===== src/verilog/mrd_pkg.sv =====
package mrd_pkg;

	localparam int ADDR_W = 12;
	localparam int DATA_W = 16;
	localparam int NUM_BANKS = 7;
	localparam int BANK_W = 3;
	localparam int MAX_FACTORS = 6;
	localparam int RADIX_W = 3;

	// APB addresses are byte addresses, registers decode on the word offset paddr[APB_AW-1:2]
	localparam int APB_AW = 16;
	localparam int WORD_W = APB_AW - 2;

	localparam logic [WORD_W-1:0] REG_SIZE = 14'h0000;
	localparam logic [WORD_W-1:0] REG_FACTORS = 14'h0001;
	localparam logic [WORD_W-1:0] REG_CTRL = 14'h0002;
	localparam logic [WORD_W-1:0] REG_STATUS = 14'h0003;
	// Sample k is written at word offset SAMPLE_BASE + k
	localparam logic [WORD_W-1:0] SAMPLE_BASE = 14'h0400;

	typedef struct packed {
		logic [31-RADIX_W-ADDR_W:0] pad;
		logic [RADIX_W-1:0] num_factors;
		logic [ADDR_W-1:0] dftpts;
	} size_cfg_t;

	// Field nf[0] holds the radix of the fastest digit
	typedef struct packed {
		logic [31-MAX_FACTORS*RADIX_W:0] pad;
		logic [MAX_FACTORS-1:0][RADIX_W-1:0] nf;
	} factor_cfg_t;

	// One APB write word, read as a size word or a factor word by register
	typedef union packed {
		size_cfg_t size;
		factor_cfg_t factor;
	} cfg_word_u;

	typedef struct packed {
		logic [NUM_BANKS-1:0] rden;
		logic [ADDR_W-1:0] row;
	} bank_rd_t;

	typedef struct packed {
		logic en;
		logic [BANK_W-1:0] bank;
		logic [ADDR_W-1:0] row;
		logic [DATA_W-1:0] data;
	} sample_wr_t;

	typedef struct packed {
		logic valid;
		logic sop;
		logic eop;
		logic [DATA_W-1:0] data;
	} src_stream_t;

endpackage


===== src/verilog/mrd_bank_map.sv =====
`timescale 1ns/100ps

module mrd_bank_map (
	input  logic clk,
	input  logic rst_n,
	input  logic run,
	input  logic [mrd_pkg::ADDR_W-1:0] addr,
	output mrd_pkg::bank_rd_t bank_rd
);

	localparam int AW = mrd_pkg::ADDR_W;
	localparam int BW = mrd_pkg::BANK_W;
	localparam int NB = mrd_pkg::NUM_BANKS;

	logic [BW-1:0] bank_idx;
	logic [NB-1:0] onehot;

	assign bank_idx = BW'(addr % AW'(NB));

	// Bank 0 sits on the top bit of rden
	assign onehot = {1'b1, {(NB - 1){1'b0}}} >> bank_idx;

	always_ff @(posedge clk)
	begin
		bank_rd.row <= addr / AW'(NB);
		if (!rst_n)
			bank_rd.rden <= '0;
		else
			bank_rd.rden <= run ? onehot : '0;
	end

endmodule


===== config.mk =====
export PLATFORM = sky130hd
export DESIGN_NAME = mrd_bank_map
export DESIGN_NICKNAME = d
export VERILOG_FILES = /design/src/verilog/mrd_pkg.sv /design/src/verilog/mrd_bank_map.sv
export SDC_FILE = /design/constraint.sdc
export NUM_CORES = 1
export LEC_CHECK = 0
export ABC_AREA = 1
export BUFFER_PORTS_ARGS = -buffer_cell sky130_fd_sc_hd__buf_2
export CORE_MARGIN = 3
export CORE_UTILIZATION = 57
export DETAILED_ROUTE_END_ITERATION = 10
export GPL_TIMING_DRIVEN = 1
export PLACE_DENSITY_LB_ADDON = 0.08
export SLEW_MARGIN = 20
export SYNTH_ARGS = -nofsm -noshare
export SYNTH_HDL_FRONTEND = slang
export SYNTH_SLANG_ARGS = --single-unit

===== constraint.sdc =====
create_clock -name clk -period 6.6 [get_ports clk]
set_input_delay 0.33 -clock clk [delete_from_list [all_inputs] [get_ports clk]]
set_output_delay 0.33 -clock clk [all_outputs]
set_load 0.03 [all_outputs]

==> key figures <==
Die
  • Num rows: 17
  • Placeable Area: 2250 um^2
  • Die Ht: 55.4 um
  • Total Die Area: just over 3000 um^2
  • Starting density of the core: 0.618
  • Ports: 34
  • Die Wd: 55.4 um

Route
  • Vias per cell: 5.17
  • DRT Pass-1 Iters: 4
  • Routed wire length: 2720 um
  • First DRT Iteration DRCs: 23
  • Wirelength per Cell: 10.2 um
  • Vias: 1,370
  • Post-DRT Antenna Nets: 0
  • DRC: 0

Layout
  • Non-filler instance count after layout: 265
  • Largest Register: bank_rd
  • Ant diodes: 0
  • Nets: approximately 260
  • Max reg flops: 17
  • Top flop regs: bank_rd x17
  • Synth-to-layout area growth: 14.8%
  • Multi-input logic area: 918 um^2
  • Layout cells sized above 1: 0.367
  • # fillers: 208
  • Storage cell area: 340 um^2

Synth
  • Mapped Cells: 203
  • Post-synth cell types: 35
  • Avg Cell Area, Syn: ~7 um^2
  • Register area share after synthesis: 0.244
  • Synth Register Bits: 17
  • YS warnings: 0
  • Main flop type after synthesis: dfxtp_1
  • Synth cell count leaders: nand2_1, inv_1, dfxtp_1
  • Synth area leaders: dfxtp_1, nand2_1, nand3_2
  • Post-synth EDFFs: 0
  • Synth Cell Area: 1390 um^2
  • Ys async rst share: 0
  • Post-synth top area cell: dfxtp_1
  • Cell with the most instances after synthesis: nand2_1
  • Area share of the largest cell type after synthesis: 0.244

Worst setup path
  • Crit path top cell by count: nand2_1
  • Data required, critical path: 6.83 ns
  • Critical-path top delay cell: or2_4
  • CP startpoint kind: primary input
  • Max incr delay on CP: 0.24 ns
  • Max FO, Critical Path: 6
  • Critical Path End Type: flop
  • Worst Path Arrival: 4.28 ns
  • CP Buf/Inv Count: 3
  • Stages on worst setup path: 37
  • Critical path class: in -> reg
  • CP top delay family: simple AND/OR/NAND/NOR gates

Clocking
  • Worst-path clk slew: roughly 0.11 ns
  • CTS Hold Bufs: 0
  • CTS max path bufs: 2
  • H-tree levels: 1
  • CTS sink cnt: 17
  • Clock Root Buffer: clkbuf_4
  • Setup bufs post-CTS: 0
  • TritonCTS clock tree: yes
  • Total CTS buffers: 3
  • Post_cts resized: 0

Timing
  • Fin. Hold Viols: 0
  • Tmin final: 4.05 ns
  • Final setup viols: 0
  • Max Slew Vio Count: 0
  • Setup TNS: 0 ns
  • Final period utilization: 0.614
  • RSZ-0062 raised after global routing: false
  • Max Freq: 247 MHz
  • Worst setup margin: 2.55 ns

Hold path
  • Hold Path End: bank_rd[9]
  • Hold Path Origin: addr[9]
  • Worst Hold Class: in -> reg
  • WHS Path Cells: 3

Pwr
  • Total chip power: 579 uW
  • Reg power frac: 0.228
  • Sw frac: 0.527
  • Internal power: 274 uW
  • Leakage power: between 0.0009 and 0.001 uW
  • Cell area power density: 362 nW/um^2
  • P_sw: 306 uW
  • Max IR drop VDD: 0.000248 V
  • Comb power frac: 0.671
  • Clock power frac: 0.101

Placed design
  • Routability Congestion: 0.797
  • Pre-CTS WS: 2.22 ns
  • Final HPWL DP: about 2400 um
  • Cells after DPL: 261
  • # port buffers: 31

GRT
  • Initial antenna violation count: 0
  • First-pass GRT wire length: slightly below 5000 um
  • Largest net degree at the start of global routing: 11
  • Total GRT Usage: 0.182
  • Vias in the first global route: 1,264
  • Congestion Overflow GR: 0

Run status
  • Status: complete, no violations

Job
  • Max_cap viols: 0
==> power groups by stage <==
| stage | Sequential (uW) | Clock [uW] | Combinational [uW] |
|---|---|---|---|
| floorplan | 183 | 0 | 269 |
| global placement | 134 | 0 | 380 |
| detailed placement | 135 | 0 | 391 |
| CTS | 133 | 58.1 | 392 |
| global route | 134 | 61.1 | 436 |
| finish | 132 | 58.5 | 389 |
==> routing by layer <==
layer / vias to the layer above / GRT usage / wire length, um
met2: 34 / 0.353 / 1390
li1: 725 / - / -
met5: - / 0 / 0
met4: 0 / 0.0208 / 0
met3: 0 / 0.0304 / 150
met1: 611 / 0.210 / 1180
==> through the flow <==
stage | hold WS, ns | cell area (um^2) | utilization
detailed placement | 0.683 | 1570 | 0.697
floorplan | 0.495 | 1400 | -
CTS | 0.372 | 1600 | 0.709
global route | 0.375 | 1600 | 0.709
global placement | 0.647 | 1570 | 0.697
finish | 0.366 | 1600 | 0.709
==> cell usage in the layout (no fill, tap or decap), types with 2 or more instances in the layout <==
| cell | n |
|---|---|
| nand2_4 | 3 |
| nand2_1 | 53 |
| nand4_1 | 10 |
| nor2_1 | 15 |
| clkbuf_4 | 3 |
| conb_1 | 2 |
| inv_2 | 5 |
| nand2_2 | 16 |
| ha_1 | 2 |
| nand3_1 | 12 |
| inv_1 | 25 |
| buf_2 | 31 |
| nor2_2 | 3 |
| a21oi_1 | 4 |
| o211ai_2 | 2 |
| a21oi_2 | 2 |
| nand3_2 | 12 |
| dfxtp_1 | 17 |
| nand3_4 | 2 |
==> tightest hold or removal path, stage by stage <==
cell     delay [ns]
buf_2          0.13
nand3_1        0.12
inv_1          0.05
==> cell families after synthesis <==
family,count (synthesis),share of synthesized area
other,1,0.00269
buffers and inverters,34,0.0988
xor gates and xnor gates,1,0.00629
DFF,17,0.244
and+or+nand+nor,133,0.547
AOI/OAI and AO/OA,15,0.0827
adders and majority gates,2,0.0180
==> area by class of cell <==
| cell class | count | share of cell area |
|---|---|---|
| Clock buffer | 3 | 0.0141 |
| Clock inverter | 1 | 0.00313 |
| Inverter | 32 | 0.0767 |
| Multi-Input combinational cell | 153 | 0.574 |
| Sequential cell | 17 | 0.213 |
| Tap cell | 28 | 0.0219 |
| Timing Repair Buffer | 31 | 0.0970 |
==> worst max-delay path by stage <==
stage	start	to
floorplan	addr[9]	bank_rd[16]
global placement	addr[11]	bank_rd[18]
detailed placement	addr[11]	bank_rd[14]
CTS	addr[11]	bank_rd[14]
global route	addr[11]	bank_rd[16]
finish	addr[11]	bank_rd[14]
Power figures use the tool's default switching activity.
