===== config.mk =====
export PLATFORM = sky130hd
export DESIGN_NAME = mrd_source_ctrl
export DESIGN_NICKNAME = d
export VERILOG_FILES = /design/src/verilog/mrd_pkg.sv /design/src/verilog/mrd_source_ctrl.sv
export SDC_FILE = /design/constraint.sdc
export NUM_CORES = 1
export LEC_CHECK = 0
export BUFFER_PORTS_ARGS = -buffer_cell sky130_fd_sc_hd__buf_2
export CAP_MARGIN = 5
export CELL_PAD_IN_SITES_DETAIL_PLACEMENT = 1
export CELL_PAD_IN_SITES_GLOBAL_PLACEMENT = 1
export CORE_MARGIN = 1
export CORE_UTILIZATION = 36
export CTS_CLUSTER_SIZE = 30
export DETAILED_ROUTE_END_ITERATION = 6
export PLACE_DENSITY = 0.9
export SYNTH_ARGS = -nofsm -noshare
export SYNTH_HDL_FRONTEND = slang
export SYNTH_SLANG_ARGS = --single-unit

===== constraint.sdc =====
create_clock -name clk -period 5.59 [get_ports clk]
set_input_delay 1.3975 -clock clk [delete_from_list [all_inputs] [get_ports clk]]
set_output_delay 1.3975 -clock clk [all_outputs]
set_load 0.01 [all_outputs]

===== src/verilog/mrd_pkg.sv =====
package mrd_pkg;

	localparam int ADDR_W = 12;
	localparam int DATA_W = 16;
	localparam int NUM_BANKS = 7;
	localparam int BANK_W = 3;
	localparam int MAX_FACTORS = 6;
	localparam int RADIX_W = 3;

	// APB addresses are byte addresses, registers decode on the word offset paddr[APB_AW-1:2]
	localparam int APB_AW = 16;
	localparam int WORD_W = APB_AW - 2;

	localparam logic [WORD_W-1:0] REG_SIZE = 14'h0000;
	localparam logic [WORD_W-1:0] REG_FACTORS = 14'h0001;
	localparam logic [WORD_W-1:0] REG_CTRL = 14'h0002;
	localparam logic [WORD_W-1:0] REG_STATUS = 14'h0003;
	// Sample k is written at word offset SAMPLE_BASE + k
	localparam logic [WORD_W-1:0] SAMPLE_BASE = 14'h0400;

	typedef struct packed {
		logic [31-RADIX_W-ADDR_W:0] pad;
		logic [RADIX_W-1:0] num_factors;
		logic [ADDR_W-1:0] dftpts;
	} size_cfg_t;

	// Field nf[0] holds the radix of the fastest digit
	typedef struct packed {
		logic [31-MAX_FACTORS*RADIX_W:0] pad;
		logic [MAX_FACTORS-1:0][RADIX_W-1:0] nf;
	} factor_cfg_t;

	// One APB write word, read as a size word or a factor word by register
	typedef union packed {
		size_cfg_t size;
		factor_cfg_t factor;
	} cfg_word_u;

	typedef struct packed {
		logic [NUM_BANKS-1:0] rden;
		logic [ADDR_W-1:0] row;
	} bank_rd_t;

	typedef struct packed {
		logic en;
		logic [BANK_W-1:0] bank;
		logic [ADDR_W-1:0] row;
		logic [DATA_W-1:0] data;
	} sample_wr_t;

	typedef struct packed {
		logic valid;
		logic sop;
		logic eop;
		logic [DATA_W-1:0] data;
	} src_stream_t;

endpackage


===== src/verilog/mrd_source_ctrl.sv =====
`timescale 1ns/100ps

module mrd_source_ctrl (
	input  logic clk,
	input  logic rst_n,
	input  logic start,
	input  mrd_pkg::size_cfg_t size_cfg,
	output logic addr_run,
	input  logic [mrd_pkg::DATA_W-1:0] rd_data,
	output mrd_pkg::src_stream_t src_out,
	output logic busy,
	output logic source_end
);

	logic [mrd_pkg::ADDR_W-1:0] beat_cnt;
	logic first_beat;
	logic last_beat;
	// Beat flags as they travel beside the address through the map and RAM stages
	logic [1:0] valid_d;
	logic [1:0] sop_d;
	logic [1:0] eop_d;

	assign first_beat = addr_run && (beat_cnt == '0);
	assign last_beat = addr_run && (beat_cnt == size_cfg.dftpts - 1'b1);

	// One address cycle per point, starting the cycle after the start pulse
	always_ff @(posedge clk)
	begin
		if (!rst_n)
		begin
			addr_run <= 1'b0;
			beat_cnt <= '0;
		end
		else if (start)
		begin
			addr_run <= 1'b1;
			beat_cnt <= '0;
		end
		else if (addr_run)
		begin
			beat_cnt <= beat_cnt + 1'b1;
			if (last_beat)
				addr_run <= 1'b0;
		end
	end

	always_ff @(posedge clk)
	begin
		if (!rst_n)
		begin
			valid_d <= '0;
			sop_d <= '0;
			eop_d <= '0;
		end
		else
		begin
			valid_d <= {valid_d[0], addr_run};
			sop_d <= {sop_d[0], first_beat};
			eop_d <= {eop_d[0], last_beat};
		end
	end

	// Output stage, the third flag delay, lines up with the registered RAM data
	always_ff @(posedge clk)
	begin
		src_out.data <= rd_data;
		if (!rst_n)
		begin
			src_out.valid <= 1'b0;
			src_out.sop <= 1'b0;
			src_out.eop <= 1'b0;
			source_end <= 1'b0;
			busy <= 1'b0;
		end
		else
		begin
			src_out.valid <= valid_d[1];
			src_out.sop <= sop_d[1];
			src_out.eop <= eop_d[1];
			source_end <= src_out.eop;
			// Busy drops after the end pulse has been seen
			if (start)
				busy <= 1'b1;
			else if (source_end)
				busy <= 1'b0;
		end
	end

endmodule


==> results.py <==
metrics = {
    "setup_path": {
        "crit_type": "input port to flop",
        "critical_path_required_ps": 5770,
        "slowest_stage": "or4b_4",
        "critPathLaunchType": "input port",
        "crit_fanout": 5,
        "crit_chain": "buf_2 > inv_1 > ha_1 > or4b_4 > a2111oi_0 > o22ai_1 > or3_1 > o41a_1",
        "arrival_ps": 3620,
        "endpoint_kind": "flop",
        "critPathMaxStageDelay_ps": 520,
    },
    "logic_synthesis": {
        "synthFlopType": "dfxtp_1",
        "synth_commonest_cells": "dfxtp_1, nor2_1, xor2_1, nand2_1, xnor2_1",
        "ys_ff_latch": 40,
        "synth_warnings": 0,
        "synth_area_per_cell_sq_um": 9.62,
        "synth.net_count": 219,
        "ys_top_cells_by_area": "dfxtp_1, xor2_1, xnor2_1",
        "synth-edff-count": 0,
        "syn_area_sq_mm": 0.00159,
        "yosysTopAreaCell": "dfxtp_1",
        "synth_cell_types": 32,
        "synthCells": 165,
        "post-synth-top-count-cell": "dfxtp_1",
        "synth_top_area_share_pct": 50.4,
        "synth-seq-area-share_pct": 50.4,
        "async_reset_ff_share_pct": 0,
    },
    "sta": {
        "slew_headroom_pct": 58.3,
        "rsz0062_at_grt": "false",
        "slew_violations": 0,
        "fin_crit_ps": 3440,
        "post-route-period-util_pct": 61.6,
        "clock.fmax_mhz": 291,
        "worst_slew_pin_slew_ps": 620,
        "finalSetupViolations": 0,
        "hold_violations": 0,
        "finalClockSkew_ps": 5.81,
        "finalSetupTns_ps": 0,
    },
    "routing": {
        "via_per_inst": 4.85,
        "drtPass1Iterations": 4,
        "drt_wl_total_mm": 3.55,
        "routedWlPerCell_um": 13.1,
        "ant_nets": 0,
        "drt_iter0_drc": 41,
        "drc": 0,
        "via_count": 1318,
    },
    "floorplan": {
        "die_w_um": 68.4,
        "rows": 23,
        "die_area_sq_mm": 0.00468,
        "core_sq_mm": 0.00412,
        "fp.dieH_um": 68.4,
        "io_pins": 73,
        "initial_core_util_pct": 38.6,
    },
    "power": {
        "ir_drop_v": 0.000175,
        "pwr_density_cell_mw_per_mm2": 291,
        "p_leak_uw": 0.000875,
    },
    "global_route": {
        "antenna_found_initial": 0,
        "overflow": 0,
        "grt_max_degree": 15,
        "grt_pass1_vias": 1275,
        "grt_pass1_wl_mm": 5.68,
        "gr-usage-all-layers_pct": 16.7,
    },
    "clocking": {
        "cts_root_buf": "clkbuf_8",
        "clk-insertion-delay-late_ps": 290,
        "cts_tree": "built",
        "postCtsHoldBufs": 0,
        "post_cts_resized": 0,
        "htree_levels": 2,
        "cts.clk_slew.worst_paths_ps": 80,
        "clk_path_buf_depth": 2,
        "cts_setup_buffers": 0,
        "cts_made_buffers": 5,
        "clkSinkCount": 40,
    },
    "final_layout": {
        "area_growth_syn_to_layout_pct": 26.4,
        "fillCellCount": 513,
        "final_core_util_pct": 48.8,
        "drive_above_1_share_pct": 28.8,
        "seq_area_sq_um": 801,
        "n_antenna_cell": 0,
        "nets": 275,
        "multi_input_area_sq_um": 742,
    },
    "place": {
        "dpl.hpwl_mm": 2.74,
        "gp_congestion": 0.812,
        "place.port_buffers": 52,
    },
    "run_status": {
        "run_status": "completed",
    },
    "worst_hold_path": {
        "hold_path.class": "flop to flop",
    },
    "job": {
        "maxCapViolations": 0,
    },
}
per-layer routing:
metal	GRT usage (%)	vias to the layer above	part of all wire, %
met2	28.3	33	51
li1	-	664	-
met1	19.8	619	43
met4	5.21	0	0.48
met3	5.33	2	5.3
met5	0	-	0
cells by family after synthesis:
| family | share of synthesized area, % |
|---|---|
| simple gates | 21.1 |
| compound gates | 8.75 |
| flops | 50.4 |
| buf+inv | 2.84 |
| xor+xnor | 13.2 |
| mux | 1.26 |
| fa+ha+maj | 2.36 |
sequential cells by signal, indices dropped and copies added (netlist names):
| register | count |
|---|---|
| src_out | 19 |
| beat_cnt | 12 |
| eop_d | 2 |
| sop_d | 2 |
| valid_d | 2 |
| addr_run | 1 |
| busy | 1 |
| source_end | 1 |
layout make-up:
class / count / area share, %
Clock buffer: 5 / 3.43
Clock inverter: 3 / 2.31
Inverter: 7 / 1.31
Multi-Input combinational cell: 115 / 37.0
Sequential cell: 40 / 39.9
Tap cell: 50 / 3.12
Timing Repair Buffer: 52 / 13.0
power by group:
group	internal, uW	switching [uW]	total, uW
Combinational	23.2	25.6	48.8
Sequential	294	3.41	297
Clock	134	104	238
through the flow:
stage          setup WS, ps  instances  instance area (sq um)  hold slack, ps  power (uW)
3_5_place_dp           1850        264                   1890             420         354
3_3_place_gp           1880        264                   1890             416         352
2_1_floorplan          2190        165                   1590             412         329
5_1_grt                1970        272                   2010             466         614
4_1_cts                2160        272                   2010             441         593
6_report               2150        272                   2010             441         584
cells in the final DEF (no fill, tap or decap), types with 6 or more instances in the layout:
master and instances:
buf_2 52, dfxtp_1 40, nor2_1 18, xor2_1 15, xnor2_1 9, nand2_1 9
and2_1 8, nand3_1 8, inv_1 7, a21oi_1 6, o21ai_0 6
worst max-delay path: cells and delay by family:
family / cells / cell delay [ps]
AOI/OAI and AO/OA: 3 / 870
buffers and inverters: 2 / 210
and+or+nand+nor: 2 / 900
adders and majority gates: 1 / 240
worst paths after layout:
check | start | to | slack, ps | depth (start not counted)
setup / recovery | size_cfg[0] | addr_run$_SDFF_PN0_ | 2150 | 8
hold / removal | sop_d[0]$_SDFF_PN0_ | sop_d[1]$_SDFF_PN0_ | 440 | 1
setup reg to reg | beat_cnt[10]$_SDFFE_PP0P_ | addr_run$_SDFF_PN0_ | 3470 | 6
hold reg to reg | sop_d[0]$_SDFF_PN0_ | sop_d[1]$_SDFF_PN0_ | 440 | 1
Note: power is estimated with default switching activity, not from simulation.
