--- src/verilog/mrd_pkg.sv ---
package mrd_pkg;

	localparam int ADDR_W = 12;
	localparam int DATA_W = 16;
	localparam int NUM_BANKS = 7;
	localparam int BANK_W = 3;
	localparam int MAX_FACTORS = 6;
	localparam int RADIX_W = 3;

	// APB addresses are byte addresses, registers decode on the word offset paddr[APB_AW-1:2]
	localparam int APB_AW = 16;
	localparam int WORD_W = APB_AW - 2;

	localparam logic [WORD_W-1:0] REG_SIZE = 14'h0000;
	localparam logic [WORD_W-1:0] REG_FACTORS = 14'h0001;
	localparam logic [WORD_W-1:0] REG_CTRL = 14'h0002;
	localparam logic [WORD_W-1:0] REG_STATUS = 14'h0003;
	// Sample k is written at word offset SAMPLE_BASE + k
	localparam logic [WORD_W-1:0] SAMPLE_BASE = 14'h0400;

	typedef struct packed {
		logic [31-RADIX_W-ADDR_W:0] pad;
		logic [RADIX_W-1:0] num_factors;
		logic [ADDR_W-1:0] dftpts;
	} size_cfg_t;

	// Field nf[0] holds the radix of the fastest digit
	typedef struct packed {
		logic [31-MAX_FACTORS*RADIX_W:0] pad;
		logic [MAX_FACTORS-1:0][RADIX_W-1:0] nf;
	} factor_cfg_t;

	// One APB write word, read as a size word or a factor word by register
	typedef union packed {
		size_cfg_t size;
		factor_cfg_t factor;
	} cfg_word_u;

	typedef struct packed {
		logic [NUM_BANKS-1:0] rden;
		logic [ADDR_W-1:0] row;
	} bank_rd_t;

	typedef struct packed {
		logic en;
		logic [BANK_W-1:0] bank;
		logic [ADDR_W-1:0] row;
		logic [DATA_W-1:0] data;
	} sample_wr_t;

	typedef struct packed {
		logic valid;
		logic sop;
		logic eop;
		logic [DATA_W-1:0] data;
	} src_stream_t;

endpackage

--- src/verilog/mrd_cta_addr.sv ---
`timescale 1ns/100ps

module mrd_cta_addr (
	input  logic clk,
	input  logic rst_n,
	input  logic addr_run,
	input  mrd_pkg::factor_cfg_t factor_cfg,
	input  logic [mrd_pkg::RADIX_W-1:0] num_factors,
	output logic [mrd_pkg::ADDR_W-1:0] addr
);

	localparam int AW = mrd_pkg::ADDR_W;
	localparam int NF = mrd_pkg::MAX_FACTORS;

	logic [NF-1:0][mrd_pkg::RADIX_W-1:0] digit;
	logic [NF-1:0][mrd_pkg::RADIX_W-1:0] digit_nx;
	logic [NF-1:0][AW-1:0] weight;
	logic [AW-1:0] addr_nx;

	// Digit i is weighted by the product of the radices above it, so the top digit has weight 1
	always_comb
	begin : weight_calc
		logic [AW-1:0] w;
		w = AW'(1);
		for (int i = NF - 1; i >= 0; i--)
		begin
			if (i < int'(num_factors))
			begin
				weight[i] = w;
				w = w * AW'(factor_cfg.nf[i]);
			end
			else
				weight[i] = '0;
		end
	end

	// Ripple the increment from digit 0 upward
	// A digit that rolls over takes its whole contribution back out of the address
	always_comb
	begin : digit_step
		logic carry;
		carry = 1'b1;
		digit_nx = digit;
		addr_nx = addr;
		for (int i = 0; i < NF; i++)
		begin
			if (carry && (i < int'(num_factors)))
			begin
				if (digit[i] == factor_cfg.nf[i] - 1'b1)
				begin
					digit_nx[i] = '0;
					addr_nx = addr_nx - AW'(digit[i]) * weight[i];
				end
				else
				begin
					digit_nx[i] = digit[i] + 1'b1;
					addr_nx = addr_nx + weight[i];
					carry = 1'b0;
				end
			end
		end
	end

	always_ff @(posedge clk)
	begin
		if (!rst_n || !addr_run)
		begin
			digit <= '0;
			addr <= '0;
		end
		else
		begin
			digit <= digit_nx;
			addr <= addr_nx;
		end
	end

endmodule

--- config.mk ---
export PLATFORM = sky130hd
export DESIGN_NAME = mrd_cta_addr
export DESIGN_NICKNAME = d
export VERILOG_FILES = /design/src/verilog/mrd_pkg.sv /design/src/verilog/mrd_cta_addr.sv
export SDC_FILE = /design/constraint.sdc
export NUM_CORES = 1
export LEC_CHECK = 0
export ABC_AREA = 1
export ABC_CLOCK_PERIOD_IN_PS = 17450
export BUFFER_PORTS_ARGS = -buffer_cell sky130_fd_sc_hd__clkbuf_2
export CAP_MARGIN = 20
export CELL_PAD_IN_SITES_DETAIL_PLACEMENT = 1
export CELL_PAD_IN_SITES_GLOBAL_PLACEMENT = 1
export CORE_ASPECT_RATIO = 0.6
export CORE_MARGIN = 2
export CORE_UTILIZATION = 45
export CTS_CLUSTER_DIAMETER = 150
export DETAILED_ROUTE_END_ITERATION = 7
export PLACE_DENSITY = 0.82
export SETUP_SLACK_MARGIN = 0.4
export SYNTH_ARGS = -nofsm -noshare
export SYNTH_HDL_FRONTEND = slang
export SYNTH_SLANG_ARGS = --single-unit
--- constraint.sdc ---
create_clock -name clk -period 17.45 [get_ports clk]
set_clock_uncertainty 0.05 [all_clocks]
set_input_delay 1.745 -clock clk [delete_from_list [all_inputs] [get_ports clk]]
set_output_delay 1.745 -clock clk [all_outputs]
set_load 0.02 [all_outputs]
==> metrics.yaml <==
fin_total_pwr_mw: 1.28
pre_cts_ws_ns: -0.121
slowest_delay_ns: 0.65
ant_nets: 0
synth_seq_area_share_pct: 4.76
power.density_nw_per_um2: 86.4
fp.dieH_um: 134
clk_latency_ns: 0.29
cap_viol_max_count: 0
path_class: "primary input to flop"
synth_top_family_by_area: "simple AND/OR/NAND/NOR gates"
synth.cell_area_um2: 12600
syn-num-nets: 2337
grt_start_max_net_pins: 21
postSynthCellCount: 2054
fillers: 3823
synth_fa_ha_area_share_pct: 30.1
grt_usage_pct: 31.7
critical_path_peak_fanout: 5
grt_overflow: 0
final_cell_mix: "nand2_1 (458), inv_1 (379), nor2_1 (225), ha_1 (125), a21oi_1 (118)"
row_count: 47
synthArstFlopShare_pct: 0
crit_path_end_kind: "flop"
antenna_found_initial: 1
crit_top_cell: "nand2_1"
crit_buf_inv: 20
cts_max_path_buffers: 2
hold_buffers: 0
fin_tns_setup_ns: 0
regArea_um2: 601
fin_cells: 2552
hold_violations: 0
hp-class: "flop to flop"
synth-edff-count: 0
ys.flop_type: "dfxtp_1"
die_x_um: 220
synth_compound_area_share_pct: 12.2
numClockSinks: 30
setup_violations: 0
drive_above_1_share_pct: 19.3
cp_top_family: "adder cells"
dieArea_um2: 29400
drtIter0Drc: 1229
ctsHtreeMaxLevel: 2
dp_cells: 2521
io_pins: 50
initial_utilization_pct: 45.7
start_kind: "primary input"
cts_tree: "built"
synthMuxAreaShare_pct: 0
root_buffer: "clkbuf_16"
layout-area-overhead-vs-synth_pct: 17.3
min_period_over_period_pct: 95.1
synth_area_per_cell_um2: 6.14
worstMarginPinSlew_ns: 0.758
final_common_cell: "nand2_1"
ir_drop_mv: 0.0484
hpwl_mm: 39.1
status: "finished clean"
finalMaxSlewViolations: 0
clk_pin_slew_ns: 0.07
fin_ws_ns: 0.857
wl_per_cell_um: 18.9
synthTopCellsByArea: "fa_1 (15%), ha_1 (15%), nand2_1 (14%)"
fin_nets: 2466
critical_path_arrival_ns: 16.78
synth.distinct_cells: 51
synth-seq-cells: 30
grt_pass1_vias: 14300
clock.fmax_ghz: 0.0603
p_leak_nw: 7.76
dr_total_vias: 14200
drc: 0
netlist.area_leader.share_pct: 15.4
first_pass_iters: 5
synth-simple-area-share_pct: 35.6
yosysTopAreaCell: "fa_1"
wl_mm: 48.3
gp_congestion: 0.942
vias_per_cell: 5.57
cp_data_required_time_ns: 17.63
multiInputGateArea_um2: 10900
yosys_warnings: 0
cts_buffers: 5
relSlewSlack_pct: 49.3
period_needed_ns: 16.59
cp_slowest_cell: "fa_1"
grt_pass1_wl_mm: 74.2
synthXorXnorAreaFrac_pct: 3.40
core_area_um2: 27600
port-buffer-count: 35
rsz0062_at_grt: "false"
## cells in the mapped netlist, types with 4 or more instances
| library cell | n |
|---|---|
| fa_1 | 97 |
| xnor2_1 | 28 |
| nand3_2 | 17 |
| o21ai_1 | 12 |
| nand2_1 | 480 |
| buf_2 | 11 |
| inv_2 | 26 |
| o211ai_1 | 6 |
| a31oi_1 | 11 |
| o31ai_1 | 5 |
| nand3b_1 | 17 |
| a21oi_2 | 5 |
| o21ai_0 | 69 |
| ha_1 | 148 |
| a21oi_1 | 124 |
| clkbuf_1 | 16 |
| nor2_4 | 4 |
| inv_1 | 400 |
| xor2_1 | 21 |
| dfxtp_1 | 30 |
| nand2_2 | 38 |
| a221oi_1 | 4 |
| nand3_1 | 123 |
| or2_2 | 15 |
| and2_1 | 4 |
| nand4_1 | 13 |
| a211oi_1 | 10 |
| nor2_1 | 243 |
| nor3_1 | 20 |
| nor2_2 | 8 |
| o21a_1 | 5 |
| nand2_4 | 12 |
## state kept, by name, summed over array words and instances, names as in the netlist
| signal | flops |
|---|---|
| addr | 12 |
| digit | 18 |
## cells by family (layout without fill, tap and decap cells)
kind of cell | Yosys count | count (layout)
and+or+nand+nor | 1001 | 1001
buffers and inverters | 460 | 590
AOI/OAI and AO/OA | 269 | 269
adders and majority gates | 245 | 245
xor gates and xnor gates | 49 | 49
DFF | 30 | 30
other | 0 | 1
## metal layers
layer  routed length [um]  global-route usage, %
met5                    0                      0
met4                  598                   4.44
met3                 3890                   6.26
met2                21200                   49.0
met1                22700                   46.5
## through the flow
stage / util [%] / hold WS [ns] / instance area [um2]
floorplan: - / 0.418 / 12600
global placement: 50.1 / 0.435 / 13800
detailed placement: 50.1 / 0.457 / 13800
CTS: 50.7 / 0.467 / 14000
global route: 53.6 / 0.508 / 14800
finish: 53.6 / 0.468 / 14800
## report_power, final
group,switching [mW],internal [mW],leakage [nW],total [mW]
clock network,0.0441,0.0569,0.0729,0.101
registers,0.00815,0.0724,0.243,0.0806
logic,0.677,0.419,7.44,1.10
## path summary, 6_finish.rpt
kind | start | slack [ns] | cells after the start | endpoint
worst max register to register | digit[0]$_SDFFE_PP0N_ | 7.20 | 58 | addr[9]$_SDFF_PP0_
worst min register to register | digit[5]$_SDFFE_PP0P_ | 0.47 | 2 | digit[5]$_SDFFE_PP0P_
worst max-delay path | num_factors[2] | 0.86 | 86 | addr[9]$_SDFF_PP0_
worst min-delay path | digit[5]$_SDFFE_PP0P_ | 0.47 | 2 | digit[5]$_SDFFE_PP0P_
## area by class of cell
class,count,share of cell area [%]
diodes,1,0.0169
clock buffers,6,0.939
clock inverters,2,0.0846
inverters,430,11.0
multi-input cells,1564,73.7
flip-flops and latches,30,4.06
well taps,367,3.10
repair buffers,152,7.17
## worst register-to-register path: cells and delay by family, from the launching register on
family | cells | cell delay (ns)
adders and majority gates | 11 | 4.27
and+or+nand+nor | 25 | 2.49
buffers and inverters | 14 | 1.44
AOI/OAI and AO/OA | 7 | 1.23
DFF | 1 | 0.61
xor gates and xnor gates | 1 | 0.13
## what timing repair did
| action | in CTS | in global routing |
|---|---|---|
| setup endpoints to repair | 7 | 9 |
| pin swaps | 0 | 54 |
| resized for setup | 8 | 142 |
| buffers inserted | 0 | 22 |
Power figures use the tool's default switching activity.
