[src/verilog/mrd_pkg.sv]
package mrd_pkg;

	localparam int ADDR_W = 12;
	localparam int DATA_W = 16;
	localparam int NUM_BANKS = 7;
	localparam int BANK_W = 3;
	localparam int MAX_FACTORS = 6;
	localparam int RADIX_W = 3;

	// APB addresses are byte addresses, registers decode on the word offset paddr[APB_AW-1:2]
	localparam int APB_AW = 16;
	localparam int WORD_W = APB_AW - 2;

	localparam logic [WORD_W-1:0] REG_SIZE = 14'h0000;
	localparam logic [WORD_W-1:0] REG_FACTORS = 14'h0001;
	localparam logic [WORD_W-1:0] REG_CTRL = 14'h0002;
	localparam logic [WORD_W-1:0] REG_STATUS = 14'h0003;
	// Sample k is written at word offset SAMPLE_BASE + k
	localparam logic [WORD_W-1:0] SAMPLE_BASE = 14'h0400;

	typedef struct packed {
		logic [31-RADIX_W-ADDR_W:0] pad;
		logic [RADIX_W-1:0] num_factors;
		logic [ADDR_W-1:0] dftpts;
	} size_cfg_t;

	// Field nf[0] holds the radix of the fastest digit
	typedef struct packed {
		logic [31-MAX_FACTORS*RADIX_W:0] pad;
		logic [MAX_FACTORS-1:0][RADIX_W-1:0] nf;
	} factor_cfg_t;

	// One APB write word, read as a size word or a factor word by register
	typedef union packed {
		size_cfg_t size;
		factor_cfg_t factor;
	} cfg_word_u;

	typedef struct packed {
		logic [NUM_BANKS-1:0] rden;
		logic [ADDR_W-1:0] row;
	} bank_rd_t;

	typedef struct packed {
		logic en;
		logic [BANK_W-1:0] bank;
		logic [ADDR_W-1:0] row;
		logic [DATA_W-1:0] data;
	} sample_wr_t;

	typedef struct packed {
		logic valid;
		logic sop;
		logic eop;
		logic [DATA_W-1:0] data;
	} src_stream_t;

endpackage

[src/verilog/mrd_apb_regs.sv]
`timescale 1ns/100ps

module mrd_apb_regs #(
	parameter int BANK_DEPTH = 64
) (
	input  logic clk,
	input  logic rst_n,
	input  logic psel,
	input  logic penable,
	input  logic pwrite,
	input  logic [mrd_pkg::APB_AW-1:0] paddr,
	input  logic [31:0] pwdata,
	output logic [31:0] prdata,
	output logic pready,
	output logic pslverr,
	input  logic busy,
	output mrd_pkg::size_cfg_t size_cfg,
	output mrd_pkg::factor_cfg_t factor_cfg,
	output logic start,
	output mrd_pkg::sample_wr_t sample_wr
);

	localparam int AW = mrd_pkg::ADDR_W;
	localparam int BW = mrd_pkg::BANK_W;
	localparam int SAMPLES = mrd_pkg::NUM_BANKS * BANK_DEPTH;

	logic [mrd_pkg::WORD_W-1:0] word;
	logic [mrd_pkg::WORD_W-1:0] sample_off;
	logic [AW-1:0] sample_idx;
	logic reg_hit;
	logic sample_hit;
	logic access;
	logic wr_en;
	mrd_pkg::cfg_word_u wr_word;

	assign word = paddr[mrd_pkg::APB_AW-1:2];
	assign sample_off = word - mrd_pkg::SAMPLE_BASE;
	assign sample_idx = AW'(sample_off);

	assign reg_hit = (word == mrd_pkg::REG_SIZE) || (word == mrd_pkg::REG_FACTORS) ||
		(word == mrd_pkg::REG_CTRL) || (word == mrd_pkg::REG_STATUS);
	// The sample window only covers indices that fit the seven banks
	assign sample_hit = (word >= mrd_pkg::SAMPLE_BASE) && (int'(sample_off) < SAMPLES);

	assign access = psel && penable;
	assign wr_en = access && pwrite;
	assign wr_word = pwdata;

	assign pready = 1'b1;
	assign pslverr = access && !(reg_hit || sample_hit);

	always_ff @(posedge clk)
	begin
		if (!rst_n)
		begin
			size_cfg <= '0;
			factor_cfg <= '0;
			start <= 1'b0;
		end
		else
		begin
			start <= wr_en && (word == mrd_pkg::REG_CTRL) && pwdata[0] && !busy;
			if (wr_en && (word == mrd_pkg::REG_SIZE))
			begin
				size_cfg.dftpts <= wr_word.size.dftpts;
				size_cfg.num_factors <= wr_word.size.num_factors;
			end
			if (wr_en && (word == mrd_pkg::REG_FACTORS))
				factor_cfg.nf <= wr_word.factor.nf;
		end
	end

	// The start bit of the control register clears itself and always reads zero
	always_comb
	begin
		prdata = '0;
		if (psel && !pwrite)
		begin
			case (word)
				mrd_pkg::REG_SIZE: prdata = size_cfg;
				mrd_pkg::REG_FACTORS: prdata = factor_cfg;
				mrd_pkg::REG_STATUS: prdata = {31'd0, busy};
				default: prdata = '0;
			endcase
		end
	end

	// Sample k goes to bank k mod 7 at row k div 7
	assign sample_wr.en = wr_en && sample_hit;
	assign sample_wr.bank = BW'(sample_idx % AW'(mrd_pkg::NUM_BANKS));
	assign sample_wr.row = sample_idx / AW'(mrd_pkg::NUM_BANKS);
	assign sample_wr.data = pwdata[mrd_pkg::DATA_W-1:0];

endmodule

[config.mk]
export PLATFORM = sky130hd
export DESIGN_NAME = mrd_apb_regs
export DESIGN_NICKNAME = d
export VERILOG_FILES = /design/src/verilog/mrd_pkg.sv /design/src/verilog/mrd_apb_regs.sv
export SDC_FILE = /design/constraint.sdc
export NUM_CORES = 1
export LEC_CHECK = 0
export BUFFER_PORTS_ARGS = -buffer_cell sky130_fd_sc_hd__buf_4
export CORE_AREA = 2 2 81 99
export CTS_CLUSTER_DIAMETER = 60
export CTS_CLUSTER_SIZE = 8
export DETAILED_ROUTE_END_ITERATION = 16
export DIE_AREA = 0 0 83 101
export GPL_TIMING_DRIVEN = 0
export PLACE_DENSITY = 0.8
export SLEW_MARGIN = 10
export SYNTH_ARGS = -nofsm -noshare
export SYNTH_HDL_FRONTEND = slang
export SYNTH_SLANG_ARGS = --single-unit
[constraint.sdc]
create_clock -name clk -period 8.73 [get_ports clk]
set_clock_uncertainty 0.15 [all_clocks]
set_input_delay 1.3095 -clock clk [delete_from_list [all_inputs] [get_ports clk]]
set_output_delay 1.3095 -clock clk [all_outputs]
set_load 0.005 [all_outputs]
==> impl_metrics.json <==
{
  "synth_edf_count": 0,
  "placementRows": 35,
  "floorplan.initialDensity": 0.438,
  "drt_first_iter_violations": 217,
  "die_w_um": 83,
  "critPathLaunchType": "input port",
  "share_comb_of_total_power": 0.448,
  "grt_pass1_wl_um": 16000,
  "chipHeight_um": 101,
  "top_usage_layer": "met2",
  "num_vias": 3677,
  "crit_type": "in2out",
  "run_status": "completed",
  "worst_ep_required_time_ns": 7.27,
  "netlist_top_cells_area": "sky130_fd_sc_hd__dfxtp_1, sky130_fd_sc_hd__buf_4, sky130_fd_sc_hd__nand2_1, sky130_fd_sc_hd__a21boi_0, sky130_fd_sc_hd__nor2_1",
  "timing.final.setup_violations": 0,
  "netSwitchingPower_uw": 176,
  "hold_violation_count_in_the_final_report": 0,
  "grt.overflow.total": 0,
  "power_frac_clock": 0.271,
  "fin_crit_sh": 0.906,
  "p_seq_frac": 0.282,
  "cts_root_buf": "sky130_fd_sc_hd__clkbuf_8",
  "synth_largest_type_area_fraction": 0.207,
  "grt_max_degree": 11,
  "cts_buffers": 5,
  "grtUsageMet3": 0.0369,
  "max-slew-margin-rel": 0.514,
  "drc": 0,
  "clk_pin_slew_ns": 0.07,
  "drt-total-wl_um": 10000,
  "placeableCoreArea_mm2": 0.00749,
  "globalplace.congestion": 0.884,
  "setup-tns-final_ns": 0,
  "worst_vdd_ir_mv": 0.0790,
  "insertedDiodeCount": 0,
  "dp.cells": 705,
  "placed_area_mm2": 0.00446,
  "postSynthAreaPerCell_um2": 7.33,
  "filler_cell_count": 692,
  "yosys.cell_count.top_type": "sky130_fd_sc_hd__nand2_1",
  "yosysWarnings": 0,
  "setup.worst_path.end_class": "output pin",
  "tritoncts": "built",
  "area.growth.synth_to_final_pct": 39.4,
  "dieArea_mm2": 0.00838,
  "cts_setup_buffers": 0,
  "ant_nets": 0,
  "final.min_clock_period_ns": 7.91,
  "post_drt_via_cell_ratio": 5.16,
  "synth.cells.most_frequent": "sky130_fd_sc_hd__nand2_1, sky130_fd_sc_hd__buf_4, sky130_fd_sc_hd__dfxtp_1, sky130_fd_sc_hd__a21boi_0, sky130_fd_sc_hd__nor2_1",
  "number_of_global_route_vias_before_repair": 3394,
  "max_slew.worst_pin.slew_ns": 0.717,
  "cts_hold_buffers": 0,
  "maximum_capacitance_violations": 0,
  "grtUsageTotal": 0.230,
  "cells_resized_by_post_cts_repair": 0,
  "io-pin-count": 185,
  "timing.fmax_mhz": 126,
  "worst_skew_pair.late_latency_ns": 0.28,
  "postSynthCellCount": 448,
  "whs_path_depth": 2,
  "grt_setup_unrepaired": "no",
  "power_switching_share": 0.320,
  "final_layout_size_suffix_gt1_frac": 0.352,
  "crit_path_max_fanout": 10,
  "finish.net_count": 680,
  "post_synth_instance_area_mm2": 0.00328,
  "postSynth.topFlopCell": "sky130_fd_sc_hd__dfxtp_1",
  "cpMaxStageDelayCell": "sky130_fd_sc_hd__a211oi_1",
  "synth_sequential_area_ratio": 0.207,
  "dp.final_hpwl_um": 7970,
  "finalNonFillerCells": 712,
  "timing.reg2reg.worst_path_depth": 2,
  "synth.lib_cells_used.distinct": 77,
  "power_report.internal_total_uw": 374,
  "numPortBuffers": 119,
  "grt.met1_usage": 0.283,
  "power_density_mw_per_mm2": 120,
  "ctsHtreeMaxLevel": 2,
  "number_of_antenna_violations_at_the_first_check_in_global_routing": 0,
  "grt_util_met2": 0.411,
  "cts_buffer_depth": 2,
  "postLayoutCellArea_mm2": 0.00458,
  "leakagePower_uw": 0.00213,
  "detailedRoute.firstPassIterationCount": 5,
  "ys_async_sr_fraction": 0,
  "timing.hold.worst.class": "reg2reg",
  "final-max-slew-violation-count": 0,
  "cp_slowest_stage_delay_ns": 0.57,
  "synth_top_area_cell": "sky130_fd_sc_hd__dfxtp_1",
  "clkSinkCount": 34,
  "ys_seq_elements": 34,
  "pnr_total_power_uw": 550,
  "critPathArrivalTime_ns": 6.45,
  "avgRoutedWirePerCell_um": 14.1,
  "hold-worst-slack_ns": 0.328
}
==> cells by family (layout without fill, tap and decap cells) <==
logic type	count (synthesis)	count (layout)	synth area share
simple gates	174	174	0.251
compound gates	118	118	0.279
buf+inv	100	226	0.192
flops	34	34	0.207
fa+ha+maj	7	7	0.0263
mux	7	7	0.0259
xor+xnor	6	6	0.0160
other cells	2	48	0.00229
==> cells in the final DEF, fill, tap and decap left out, types with 8 or more instances in the layout <==
master                       n
sky130_fd_sc_hd__buf_4     184
sky130_fd_sc_hd__o21ai_0    13
sky130_fd_sc_hd__a22oi_1    14
sky130_fd_sc_hd__nor2_1     31
sky130_fd_sc_hd__inv_1      15
sky130_fd_sc_hd__nor3_1      9
sky130_fd_sc_hd__dfxtp_1    34
sky130_fd_sc_hd__a21oi_1     8
sky130_fd_sc_hd__conb_1     48
sky130_fd_sc_hd__a21boi_0   33
sky130_fd_sc_hd__clkbuf_1   14
sky130_fd_sc_hd__nand2_1    85
sky130_fd_sc_hd__and3_1      8
==> worst max-delay path: cells and delay by family <==
| family | cells | cell delay [ns] |
|---|---|---|
| buffers and inverters | 7 | 0.83 |
| and+or+nand+nor | 6 | 0.95 |
| xor gates and xnor gates | 1 | 0.23 |
| AOI/OAI and AO/OA | 7 | 1.90 |
| muxes | 2 | 0.52 |
| adders and majority gates | 3 | 0.70 |
==> state kept, by name (all words and copies together), names as in the netlist <==
name	cells
factor_cfg	18
size_cfg	15
start	1
==> per-layer routing <==
layer / up-vias / wire length, um
met5: - / 0
met4: 0 / 178
met3: 17 / 955
met2: 207 / 5070
met1: 1659 / 3820
li1: 1794 / -
==> layout make-up <==
type                            count  area, um2  area share
Inverter                           17       63.8      0.0139
Clock inverter                      1       30.0     0.00656
Multi-Input combinational cell    360       2140       0.469
Tap cell                           92        115      0.0252
Buffer                             83        567       0.124
Timing Repair Buffer              119        893       0.195
Clock buffer                        6       82.6      0.0180
Sequential cell                    34        681       0.149
==> power groups by stage <==
stage	Sequential [uW]	Combinational (uW)	Clock [uW]
2_1_floorplan	159	163	0
3_3_place_gp	159	239	0
3_5_place_dp	159	244	0
4_1_cts	155	245	149
6_report	155	246	149
5_1_grt	155	271	157
==> path summary, 6_finish.rpt <==
path                             start  slack [ns]                   endpoint
max                          paddr[12]        0.82              sample_wr[29]
min           size_cfg[7]$_SDFFE_PN0P_        0.33   size_cfg[7]$_SDFFE_PN0P_
max reg2reg  size_cfg[10]$_SDFFE_PN0P_        7.81  size_cfg[10]$_SDFFE_PN0P_
min reg2reg   size_cfg[7]$_SDFFE_PN0P_        0.33   size_cfg[7]$_SDFFE_PN0P_
==> per-stage QoR <==
stage	setup WS, ns	util
after floorplan	1.66	-
after CTS	0.870	0.611
after global routing	0.298	0.611
after detailed placement	0.885	0.596
final	0.821	0.611
after global placement	1.06	0.596
No activity file was read; power rests on OpenSTA's default activity.
